--- src/hdl/bomber_pkg.sv ---
//--------------------------------------
// Bomber arena shared definitions
// Arena constants, key codes and game types
//--------------------------------------
package bomber_pkg;

    //--------------------------------------
    // Vector types
    //--------------------------------------
    typedef logic [9:0]  coord_t;      // Screen coordinate
    typedef logic [31:0] key_report_t; // Four 8-bit key slots
    typedef logic [7:0]  key_code_t;   // USB key code

    typedef struct packed {
        coord_t x;
        coord_t y;
    } pos_t;

    //--------------------------------------
    // Enums
    //--------------------------------------
    typedef enum logic [2:0] {
        CMD_NONE,
        CMD_UP,
        CMD_DOWN,
        CMD_LEFT,
        CMD_RIGHT,
        CMD_BOMB
    } player_cmd_e;

    typedef enum logic [1:0] {
        BOMB_IDLE,
        BOMB_ARMED,
        BOMB_EXPLODING
    } bomb_state_e;

    typedef enum logic {
        ROUND_PLAY,
        ROUND_OVER
    } round_state_e;

    typedef enum logic {
        TUNE_MAIN,
        TUNE_DEFEAT
    } tune_e;

    typedef struct packed {
        bomb_state_e state;
        pos_t        centre;
    } bomb_status_t;

    //--------------------------------------
    // Arena geometry and timing
    //--------------------------------------
    localparam coord_t TILE        = 10'd20;
    localparam coord_t ARENA_MIN   = 10'd20;
    localparam coord_t ARENA_MAX_X = 10'd620;
    localparam coord_t ARENA_MAX_Y = 10'd460;
    localparam int     BLAST_REACH  = 4;  // In tiles
    localparam int     FUSE_FRAMES  = 8;
    localparam int     BLAST_FRAMES = 4;
    localparam int     FRAME_CNT_W  = 4;

    localparam pos_t P1_START = '{x: 10'd40,  y: 10'd40};
    localparam pos_t P2_START = '{x: 10'd600, y: 10'd440};

    // Player 1 keys
    localparam key_code_t KEY_W     = 8'h1A;
    localparam key_code_t KEY_A     = 8'h04;
    localparam key_code_t KEY_D     = 8'h07;
    localparam key_code_t KEY_S     = 8'h16;
    localparam key_code_t KEY_SPACE = 8'h2C;

    // Player 2 keys
    localparam key_code_t KEY_UP    = 8'h52;
    localparam key_code_t KEY_LEFT  = 8'h50;
    localparam key_code_t KEY_RIGHT = 8'h4F;
    localparam key_code_t KEY_DOWN  = 8'h51;
    localparam key_code_t KEY_ENTER = 8'h28;

endpackage

--- src/hdl/key_decoder.sv ---
//--------------------------------------
// Keyboard report decoder
// One command per player plus LED pattern
//--------------------------------------
`timescale 1ns/100ps

module key_decoder (
    input  bomber_pkg::key_report_t key_report,
    output bomber_pkg::player_cmd_e p1_cmd,
    output bomber_pkg::player_cmd_e p2_cmd,
    output logic [3:0]              led
);
    import bomber_pkg::*;

    // True if the code sits in any slot of the report
    function automatic logic key_seen(input key_report_t report, input key_code_t code);
        logic seen;
        seen = 1'b0;
        for (int i = 0; i < $bits(key_report_t) / $bits(key_code_t); i++)
        begin
            if (report[i*8 +: 8] == code)
                seen = 1'b1;
        end
        return seen;
    endfunction

    // Later matches win, bomb has the last word
    function automatic player_cmd_e resolve(
        input key_report_t report,
        input key_code_t   up,
        input key_code_t   left,
        input key_code_t   right,
        input key_code_t   down,
        input key_code_t   bomb
    );
        player_cmd_e cmd;
        cmd = CMD_NONE;
        if (key_seen(report, up))
            cmd = CMD_UP;
        if (key_seen(report, left))
            cmd = CMD_LEFT;
        if (key_seen(report, right))
            cmd = CMD_RIGHT;
        if (key_seen(report, down))
            cmd = CMD_DOWN;
        if (key_seen(report, bomb))
            cmd = CMD_BOMB;
        return cmd;
    endfunction

    always_comb
    begin
        p1_cmd = resolve(key_report, KEY_W, KEY_A, KEY_D, KEY_S, KEY_SPACE);
        p2_cmd = resolve(key_report, KEY_UP, KEY_LEFT, KEY_RIGHT, KEY_DOWN, KEY_ENTER);
    end

    //--------------------------------------
    // Status LEDs from player 1 direction
    //--------------------------------------
    always_comb
    begin
        led = 4'b0000;
        case (p1_cmd)
            CMD_LEFT:  led = 4'b0001;
            CMD_RIGHT: led = 4'b0010;
            CMD_UP:    led = 4'b0100;
            CMD_DOWN:  led = 4'b1000;
            default:   led = 4'b0000; // Idle or bomb
        endcase
    end

endmodule

--- src/hdl/player_motion.sv ---
//--------------------------------------
// Player position register
// One tile per frame tick, kept inside arena
//--------------------------------------
`timescale 1ns/100ps

module player_motion (
    input  logic                    Clk,
    input  logic                    rst_n,
    input  logic                    frame_tick,
    input  logic                    freeze,
    input  bomber_pkg::player_cmd_e cmd,
    input  bomber_pkg::pos_t        start_pos,
    output bomber_pkg::pos_t        pos
);
    import bomber_pkg::*;

    pos_t pos_q;
    pos_t next_pos;

    //--------------------------------------
    // Bounded step
    //--------------------------------------
    always_comb
    begin
        next_pos = pos_q;
        case (cmd)
            CMD_UP:
            begin
                if (pos_q.y >= ARENA_MIN + TILE)
                    next_pos.y = pos_q.y - TILE;
            end
            CMD_DOWN:
            begin
                if (pos_q.y <= ARENA_MAX_Y - TILE)
                    next_pos.y = pos_q.y + TILE;
            end
            CMD_LEFT:
            begin
                if (pos_q.x >= ARENA_MIN + TILE)
                    next_pos.x = pos_q.x - TILE;
            end
            CMD_RIGHT:
            begin
                if (pos_q.x <= ARENA_MAX_X - TILE)
                    next_pos.x = pos_q.x + TILE;
            end
            default:
            begin
                next_pos = pos_q; // No move, bomb handled elsewhere
            end
        endcase
    end

    always_ff @(posedge Clk or negedge rst_n)
    begin
        if (!rst_n)
            pos_q <= start_pos;
        else if (frame_tick && !freeze)
            pos_q <= next_pos;
    end

    assign pos = pos_q;

endmodule

--- src/hdl/bomb_timer.sv ---
//--------------------------------------
// Bomb fuse and blast timer
// One bomb per player, centre latched on drop
//--------------------------------------
`timescale 1ns/100ps

module bomb_timer (
    input  logic                     Clk,
    input  logic                     rst_n,
    input  logic                     frame_tick,
    input  logic                     freeze,
    input  bomber_pkg::player_cmd_e  cmd,
    input  bomber_pkg::pos_t         player_pos,
    output bomber_pkg::bomb_status_t bomb
);
    import bomber_pkg::*;

    localparam logic [FRAME_CNT_W-1:0] FUSE_LAST  = FRAME_CNT_W'(FUSE_FRAMES - 1);
    localparam logic [FRAME_CNT_W-1:0] BLAST_LAST = FRAME_CNT_W'(BLAST_FRAMES - 1);

    bomb_state_e            state_q;
    logic [FRAME_CNT_W-1:0] frame_cnt_q;
    pos_t                   centre_q;

    //--------------------------------------
    // Bomb FSM
    //--------------------------------------
    always_ff @(posedge Clk or negedge rst_n)
    begin
        if (!rst_n)
        begin
            state_q     <= BOMB_IDLE;
            frame_cnt_q <= '0;
            centre_q    <= '0;
        end
        else
        begin
            case (state_q)
                BOMB_IDLE:
                begin
                    // Drop does not wait for a frame tick
                    if (cmd == CMD_BOMB && !freeze)
                    begin
                        state_q     <= BOMB_ARMED;
                        centre_q    <= player_pos;
                        frame_cnt_q <= '0;
                    end
                end
                BOMB_ARMED:
                begin
                    if (frame_tick)
                    begin
                        if (frame_cnt_q == FUSE_LAST)
                        begin
                            state_q     <= BOMB_EXPLODING;
                            frame_cnt_q <= '0;
                        end
                        else
                            frame_cnt_q <= frame_cnt_q + 1'b1;
                    end
                end
                BOMB_EXPLODING:
                begin
                    if (frame_tick)
                    begin
                        if (frame_cnt_q == BLAST_LAST)
                        begin
                            state_q     <= BOMB_IDLE;
                            frame_cnt_q <= '0;
                        end
                        else
                            frame_cnt_q <= frame_cnt_q + 1'b1;
                    end
                end
                default:
                begin
                    state_q     <= BOMB_IDLE;
                    frame_cnt_q <= '0;
                end
            endcase
        end
    end

    assign bomb.state  = state_q;
    assign bomb.centre = centre_q;

endmodule

--- src/hdl/blast_checker.sv ---
//--------------------------------------
// Cross-shaped blast reach test
// Both bombs against both players
//--------------------------------------
`timescale 1ns/100ps

module blast_checker (
    input  bomber_pkg::bomb_status_t p1_bomb,
    input  bomber_pkg::bomb_status_t p2_bomb,
    input  bomber_pkg::pos_t         p1_pos,
    input  bomber_pkg::pos_t         p2_pos,
    output logic [1:0]               hit
);
    import bomber_pkg::*;

    localparam coord_t REACH = coord_t'(BLAST_REACH * TILE); // Arm length in pixels

    function automatic coord_t abs_diff(input coord_t a, input coord_t b);
        return (a >= b) ? a - b : b - a;
    endfunction

    // Inside either arm of the cross, bounds inclusive
    function automatic logic in_blast(input bomb_status_t b, input pos_t p);
        coord_t dx;
        coord_t dy;
        logic   vert_arm;
        logic   horiz_arm;
        dx        = abs_diff(b.centre.x, p.x);
        dy        = abs_diff(b.centre.y, p.y);
        vert_arm  = (dx <= TILE) && (dy <= REACH);
        horiz_arm = (dy <= TILE) && (dx <= REACH);
        return (b.state == BOMB_EXPLODING) && (vert_arm || horiz_arm);
    endfunction

    // Own bomb counts as well
    always_comb
    begin
        hit[0] = in_blast(p1_bomb, p1_pos) || in_blast(p2_bomb, p1_pos);
        hit[1] = in_blast(p1_bomb, p2_pos) || in_blast(p2_bomb, p2_pos);
    end

endmodule

--- src/hdl/game_ctrl.sv ---
//--------------------------------------
// Round control
// Defeat latches, freeze and tune select
//--------------------------------------
`timescale 1ns/100ps

module game_ctrl (
    input  logic                     Clk,
    input  logic                     rst_n,
    input  logic [1:0]               hit,
    output logic [1:0]               defeated,
    output bomber_pkg::round_state_e round_state,
    output logic                     freeze,
    output bomber_pkg::tune_e        tune
);
    import bomber_pkg::*;

    logic [1:0]   defeated_q;
    round_state_e state_q;

    // Sticky until reset
    always_ff @(posedge Clk or negedge rst_n)
    begin
        if (!rst_n)
            defeated_q <= 2'b00;
        else
            defeated_q <= defeated_q | hit;
    end

    //--------------------------------------
    // Round FSM
    //--------------------------------------
    always_ff @(posedge Clk or negedge rst_n)
    begin
        if (!rst_n)
            state_q <= ROUND_PLAY;
        else
        begin
            case (state_q)
                ROUND_PLAY:
                begin
                    if (|hit)
                        state_q <= ROUND_OVER; // Same edge as the defeat bit
                end
                ROUND_OVER:
                begin
                    state_q <= ROUND_OVER;
                end
                default:
                begin
                    state_q <= ROUND_PLAY;
                end
            endcase
        end
    end

    assign defeated    = defeated_q;
    assign round_state = state_q;
    assign freeze      = (state_q == ROUND_OVER);
    assign tune        = (state_q == ROUND_OVER) ? TUNE_DEFEAT : TUNE_MAIN;

endmodule

--- src/hdl/bomber_top.sv ---
//--------------------------------------
// Bomb arena game core
// Two players, two bombs, round control
//--------------------------------------
`timescale 1ns/100ps

module bomber_top (
    input  logic                     Clk,
    input  logic                     rst_n,
    input  logic                     frame_tick,
    input  bomber_pkg::key_report_t  key_report,
    output bomber_pkg::pos_t         p1_pos,
    output bomber_pkg::pos_t         p2_pos,
    output bomber_pkg::bomb_status_t p1_bomb,
    output bomber_pkg::bomb_status_t p2_bomb,
    output logic [1:0]               defeated,
    output bomber_pkg::round_state_e round_state,
    output bomber_pkg::tune_e        tune,
    output logic [3:0]               led
);
    import bomber_pkg::*;

    player_cmd_e p1_cmd;
    player_cmd_e p2_cmd;
    logic [1:0]  hit;
    logic        freeze;

    //--------------------------------------
    // Keyboard
    //--------------------------------------
    key_decoder u_key_decoder (
        .key_report (key_report),
        .p1_cmd     (p1_cmd),
        .p2_cmd     (p2_cmd),
        .led        (led)
    );

    //--------------------------------------
    // Players
    //--------------------------------------
    player_motion u_p1_motion (
        .Clk        (Clk),
        .rst_n      (rst_n),
        .frame_tick (frame_tick),
        .freeze     (freeze),
        .cmd        (p1_cmd),
        .start_pos  (P1_START),
        .pos        (p1_pos)
    );

    player_motion u_p2_motion (
        .Clk        (Clk),
        .rst_n      (rst_n),
        .frame_tick (frame_tick),
        .freeze     (freeze),
        .cmd        (p2_cmd),
        .start_pos  (P2_START),
        .pos        (p2_pos)
    );

    //--------------------------------------
    // Bombs
    //--------------------------------------
    bomb_timer u_p1_bomb (
        .Clk        (Clk),
        .rst_n      (rst_n),
        .frame_tick (frame_tick),
        .freeze     (freeze),
        .cmd        (p1_cmd),
        .player_pos (p1_pos),
        .bomb       (p1_bomb)
    );

    bomb_timer u_p2_bomb (
        .Clk        (Clk),
        .rst_n      (rst_n),
        .frame_tick (frame_tick),
        .freeze     (freeze),
        .cmd        (p2_cmd),
        .player_pos (p2_pos),
        .bomb       (p2_bomb)
    );

    blast_checker u_blast_checker (
        .p1_bomb (p1_bomb),
        .p2_bomb (p2_bomb),
        .p1_pos  (p1_pos),
        .p2_pos  (p2_pos),
        .hit     (hit)
    );

    game_ctrl u_game_ctrl (
        .Clk         (Clk),
        .rst_n       (rst_n),
        .hit         (hit),
        .defeated    (defeated),
        .round_state (round_state),
        .freeze      (freeze),
        .tune        (tune)
    );

endmodule

--- config.mk ---
export PLATFORM = sky130hd
export DESIGN_NAME = bomber_top
export DESIGN_NICKNAME = d
export VERILOG_FILES = /design/src/hdl/bomber_pkg.sv /design/src/hdl/key_decoder.sv /design/src/hdl/player_motion.sv /design/src/hdl/bomb_timer.sv /design/src/hdl/blast_checker.sv /design/src/hdl/game_ctrl.sv /design/src/hdl/bomber_top.sv
export SDC_FILE = /design/constraint.sdc
export NUM_CORES = 1
export LEC_CHECK = 0
export BUFFER_PORTS_ARGS = -buffer_cell sky130_fd_sc_hd__buf_2
export CAP_MARGIN = 15
export CORE_MARGIN = 4
export CORE_UTILIZATION = 40
export CTS_CLUSTER_DIAMETER = 40
export CTS_CLUSTER_SIZE = 16
export DETAILED_ROUTE_END_ITERATION = 12
export MAX_ROUTING_LAYER = met4
export PLACE_DENSITY_LB_ADDON = 0.3
export SYNTH_ARGS = -nofsm -noshare
export SYNTH_HDL_FRONTEND = slang
export SYNTH_SLANG_ARGS = --single-unit
--- constraint.sdc ---
create_clock -name Clk -period 2.8 [get_ports Clk]
set_input_delay 0.14 -clock Clk [delete_from_list [all_inputs] [get_ports Clk]]
set_output_delay 0.14 -clock Clk [all_outputs]
set_load 0.1 [all_outputs]
* After elaboration in Yosys (flattened, before gate mapping) *
Cells that the tools add are included.

operators by class
  add/subtract/negate cells = 26
  $lt $le $gt $ge = 32
  eq/ne operators = 76
  multiplexer cells = 98
  bitwise operators = 2
  reductions and logical operators = 39

operators with widths
  kind                                                   number
  2-to-1 mux 10 bit                                      16
  subtractor 10 bit                                      16
  == test 8 x 7 -> 1 bit, second input constant          16
  >= comparator 10 bit                                   8
  <= comparator 10 x 5 -> 1 bit, second input constant   8
  <= comparator 10 x 7 -> 1 bit, second input constant   8
  one-hot mux 10 bit (2 select lines)                    4
  == test 8 x 3 -> 1 bit, second input constant          8
  == test 8 x 5 -> 1 bit, second input constant          8
  == test 8 x 6 -> 1 bit, second input constant          8
  2-to-1 mux 1 bit                                       44
  adder 10 x 5 -> 10 bit, second input constant          4
  >= comparator 10 x 6 -> 1 bit, second input constant   4
  2-to-1 mux 4 bit                                       10
  subtractor 10 x 5 -> 10 bit, second input constant     4
  2-to-1 mux 2 bit                                       12
  inequality test 2 x 1 -> 1 bit, second input constant  12
  one-hot mux 4 bit (3 select lines)                     2
  <= comparator 10 bit, second input constant            2
  <= comparator 10 x 9 -> 1 bit, second input constant   2
  2-to-1 mux 3 bit                                       6
  one-hot mux 4 bit (4 select lines)                     1
  AND reduction 4 bit                                    4
  logical AND 1 bit                                      15
  other kinds (21)                                       51

word-level totals
  register bits after elaboration = 95
  input port bits = 35
  output and inout bits = 92
  word-level logic and storage cells = 287

* Depth between registers and ports, before layout *
  depth after elaboration = 14
  mapped depth = 17
  depth with buffers taken out = 17

* Worst setup path before layout *
Ideal clock, no wire load.

  kind = input -> register
  start = input key_report[7]
  end = register u_p1_motion.pos_q, in the netlist u_p1_motion.pos[19]
  setup time = 0.160 ns
  arrival time = 4.869 ns
  path slack = -2.228 ns
  cell stages on the path = 15
  buffers on the path = 0
  path through = or2_2 > or4_1 > o221ai_1 > nor2b_1 > inv_1 > ha_1 > a21o_1 > a21oi_1 > o21bai_1 > a21oi_1 > o21bai_1 > a21oi_1 > xnor2_1 > nand2_1 > xnor2_1

between the ends
  cells in the longest elaborated chain, start to end = 13
  elaborated cells on any way between the ends = 37
  classes of those cells = 9 x eq/ne; 26 x mux; 2 x reduce/logical

RTL lines
  what                                                                                   line                 text
  start, declared                                                                        bomber_top.sv:11     input bomber_pkg::key_report_t key_report,
  == test 8 x 5 -> 1 bit                                                                 key_decoder.sv:21    if (report[i*8 +: 8] == code)
  2-to-1 mux 1 bit (4 in series)                                                         key_decoder.sv:21
  2-to-1 mux 1 bit                                                                       key_decoder.sv:38    if (key_seen(report, up))
  2-to-1 mux 2 bit                                                                       key_decoder.sv:40    if (key_seen(report, left))
  2-to-1 mux 3 bit                                                                       key_decoder.sv:42    if (key_seen(report, right))
  2-to-1 mux 3 bit                                                                       key_decoder.sv:44    if (key_seen(report, down))
  2-to-1 mux 3 bit (*)                                                                   key_decoder.sv:46    if (key_seen(report, bomb))
  == test 3 bit / == test 3 x 2 -> 1 bit (equally long branches)                         player_motion.sv:27  case (cmd)
  inequality test 2 x 1 -> 1 bit (no line) / nonzero test 2 bit (equally long branches)  --
  AND reduction 4 bit (no line)                                                          --
  end signal, assigned                                                                   player_motion.sv:58  pos_q <= start_pos;
  end signal, assigned                                                                   player_motion.sv:60  pos_q <= next_pos;
  end, declared                                                                          player_motion.sv:18  pos_t pos_q;

Every way passes the cells marked *; elsewhere a longest branch is shown, timed or not.
A chain may end at the register's enable or synchronous reset.

* Worst setup path in the final report *
  start = register u_p1_motion.pos_q, in the netlist u_p1_motion.pos[5]
  end = register u_game_ctrl.defeated_q[0] (netlist: u_game_ctrl.defeated[0])

between the ends
  cells in the longest elaborated chain, start to end = 8
  elaborated cells on any way between the ends = 22
  classes of those cells = 4 x add/sub; 6 x order compare; 2 x mux; 1 x bitwise; 9 x reduce/logical

RTL lines
  what                                                                                   line                                      text
  subtractor 10 bit / >= comparator 10 bit (equally long branches)                       blast_checker.sv:19                       return (a >= b) ? a - b : b - a;
  2-to-1 mux 10 bit                                                                      blast_checker.sv:19
  <= comparator 10 x 7 -> 1 bit / <= comparator 10 x 5 -> 1 bit (equally long branches)  blast_checker.sv:30, blast_checker.sv:31
  logical AND 1 bit (on tied branches)                                                   blast_checker.sv:30, blast_checker.sv:31
  logical OR 1 bit                                                                       blast_checker.sv:32                       return (b.state == BOMB_EXPLODING) && (vert_arm || horiz_arm);
  logical AND 1 bit                                                                      blast_checker.sv:32
  logical OR 1 bit (*)                                                                   blast_checker.sv:38                       hit[0] = in_blast(p1_bomb, p1_pos) || in_blast(p2_bomb, p1_pos);
  bitwise OR 2 bit (*)                                                                   game_ctrl.sv:27                           defeated_q <= defeated_q | hit;
  end signal, assigned                                                                   game_ctrl.sv:27
  end, declared                                                                          game_ctrl.sv:18                           logic [1:0] defeated_q;

Marks and branches as above.

==> results.cfg <==
[sta]
skew_ps = 13.9
rsz0062_at_grt = true
worst_slew_pin_slew_ps = 557
whs_ps = 270
drv_slew = 0
max_freq_mhz = 315
fin_ws_ps = -378
hold_violations = 0
period_share = 1.13
min_period_ps = 3180
slew_headroom = 0.624
finalSetupViolCount = 3

[route]
wirelength_um = 37900
wl_per_cell_um = 18.0
detail_route.first_pass.iterations = 5
drc_errors = 0
num_vias = 11500
antenna_left = 0
drt_iter0_drc = 651
vias_per_cell = 5.47

[layout]
final_area_um2 = 15500
multiInputGateArea_um2 = 8440
n_antenna_cell = 0
regArea_um2 = 2100
nNetsFinal = 1980
final_cells = 2108
syn2layout_area_growth_pct = 48.7
drive_gt1_frac = 0.417
n_fill_cell = 2203

[grt]
grt_max_degree = 33
antenna_found_initial = 1
first_global_vias = 11700
gr-usage-all-layers = 0.268
grt_pass1_wl_um = 60000
grt_overflow = 0

[setup_path]
r2r_slack_ps = -380
start_kind = flop
arrival_ps = 3430
crit_type = flop to flop
critPathCaptureType = flop
cp.required_ps = 3050
cp_max_fo = 4

[yosys]
synth-main-ff-cell = dfrtp_1
synth_warnings = 0
synth_cells = 1267
syn_area_per_cell_um2 = 8.22
synth-async-reset-ratio = 1.00
ys_seq_area_frac = 0.191
netlist_area_um2 = 10400
synth_edf_count = 0
synthDistinctLibCells = 80
synth-seq-cells = 79

[clocking]
numCtsBuffers = 9
path_clk_slew_ps = 70
cts_tree = built
clockRootBuffer = clkbuf_16
clock_sinks = 79
cts.htree.levels = 3
clk-insertion-delay-late_ps = 360
clockBufferDepth = 2

[floorplanning]
dieHeight_um = 169
ios = 127
start_util = 0.410
core_region_area_um2 = 25400
dieArea_um2 = 28700
num_rows = 58
die_x_um = 169

[hold_path]
worstHoldPathType = input pin to async pin

[placed_design]
placed_area_um2 = 14600
gp_congestion = 0.993
io_buffer_count = 110
dp_worst_setup_slack_ps = -539
dp_hpwl_um = 30600
dp_cells = 2070

[run]
cap_violations = 0

[run_status]
status = finished, violations left
violations = setup timing
[per-layer routing]
metal | vias up | wire length, um | GRT usage
li1 | 5555 | - | -
met1 | 5547 | 15900 | 0.327
met2 | 351 | 18600 | 0.459
met3 | 74 | 2300 | 0.0426
met4 | 0 | 1050 | 0.0812
met5 | - | 0 | -
[area by class of cell]
| type | count | share of cell area |
|---|---|---|
| Multi-Input combinational cell | 1047 | 0.545 |
| Inverter | 105 | 0.0269 |
| Timing Repair Buffer | 531 | 0.248 |
| Sequential cell | 79 | 0.136 |
| Clock inverter | 6 | 0.00275 |
| Clock buffer | 10 | 0.0148 |
| Tap cell | 330 | 0.0267 |
[registers in the layout, summed over array words and instances, names as in the netlist]
register / flops
u_p2_bomb.bomb: 16
u_p2_bomb.frame_cnt_q: 4
u_p1_bomb.bomb: 16
u_p2_bomb.state_q: 2
u_p1_motion.pos: 16
u_p1_bomb.frame_cnt_q: 4
u_game_ctrl.freeze: 1
u_game_ctrl.defeated: 2
u_p2_motion.pos: 16
u_p1_bomb.state_q: 2
[cell usage after synthesis, drive strengths merged (12+ instances only)]
cell type	count	area (um2)
nor2b	17	106
mux2i	41	410
dfstp	13	342
inv	105	394
nand2b	17	106
nand4	17	106
a21o	29	218
and2	13	81.3
nor3	22	110
nor4	13	96.3
nand2	120	450
o21ai	98	505
nand3	30	150
a21oi	94	478
dfrtp	66	1650
a31oi	22	138
fa	20	400
clkbuf	25	93.8
a211oi	12	90.1
buf	26	185
o21bai	22	165
ha	152	1900
nor2	54	215
nand3b	12	90.1
xor2	30	263
o211ai	14	105
xnor2	45	394
[layout by cell type, fill, tap and decap left out, types with 14 or more instances in the layout]
cell | Yosys | routed
buf_4 | 18 | 411
ha_1 | 152 | 138
nand4_1 | 17 | 17
xnor2_1 | 45 | 44
nand2_1 | 120 | 116
nor3_1 | 22 | 17
a21oi_1 | 92 | 75
dfrtp_1 | 66 | 23
mux2i_1 | 41 | 36
buf_2 | 7 | 104
nand2b_1 | 17 | 17
o21bai_1 | 22 | 21
o21ai_0 | 89 | 81
o211ai_1 | 14 | 14
a21oi_2 | 2 | 18
a31oi_1 | 22 | 20
inv_1 | 105 | 93
xor2_1 | 30 | 30
nor2b_1 | 17 | 15
dfrtp_2 | 0 | 38
nor2_1 | 51 | 49
conb_1 | 1 | 16
a21o_1 | 29 | 29
nand3_1 | 30 | 27
[final timing paths]
kind                                         start                        to  cells past startpoint
max                             u_p1_motion.pos[5]   u_game_ctrl.defeated[0]                     14
min                                          rst_n        u_p1_motion.pos[7]                      2
max reg2reg                     u_p1_motion.pos[5]   u_game_ctrl.defeated[0]                     14
min reg2reg                u_game_ctrl.defeated[1]   u_game_ctrl.defeated[1]                      1
max in group asynchronous                    rst_n        u_p1_motion.pos[5]                      3
min in group Clk                        frame_tick  u_p2_bomb.frame_cnt_q[1]                      5
[worst max-delay path, cell delays in order (launching register included)]
cell,delay (ps)
dfstp_4,620
inv_2,50
buf_4,140
ha_4,280
buf_4,110
nand3b_1,160
a31oi_4,320
nor4_4,70
a31oi_1,210
xor2_1,240
buf_4,160
a2111oi_4,60
a22oi_2,270
o32ai_4,140
or2_4,240
[metrics by stage]
step	TNS, ps	util
6_report	-1040	0.610
5_1_grt	-1500	0.610
4_1_cts	-882	0.600
3_5_place_dp	-4050	0.573
3_3_place_gp	-3360	0.573
2_1_floorplan	-6520	-
[kinds of logic (layout without fill, tap and decap cells)]
group	after synthesis	after routing	synth area share
AO/OA/AOI/OAI	368	368	0.225
flip-flops	79	79	0.191
XOR/XNOR	75	75	0.0631
adder cells (fa/ha/maj)	172	172	0.221
AND/OR/NAND/NOR	369	369	0.188
other	1	16	0.000360
multiplexers	47	47	0.0459
buffers and inverters	156	652	0.0647
[timing repair]
item / 4_1_cts / 5_1_grt
buffers inserted: 14 / 8
gates resized for setup: 57 / 46
hold endpoints to repair: 24 / 0
hold buffers: 1 / 0
setup endpoints to repair: 4 / 9
pin swaps: 26 / 31
Power is left out: the tool's default activity adds up to more than one toggle a clock period on the data nets, which glitch-free logic cannot reach.
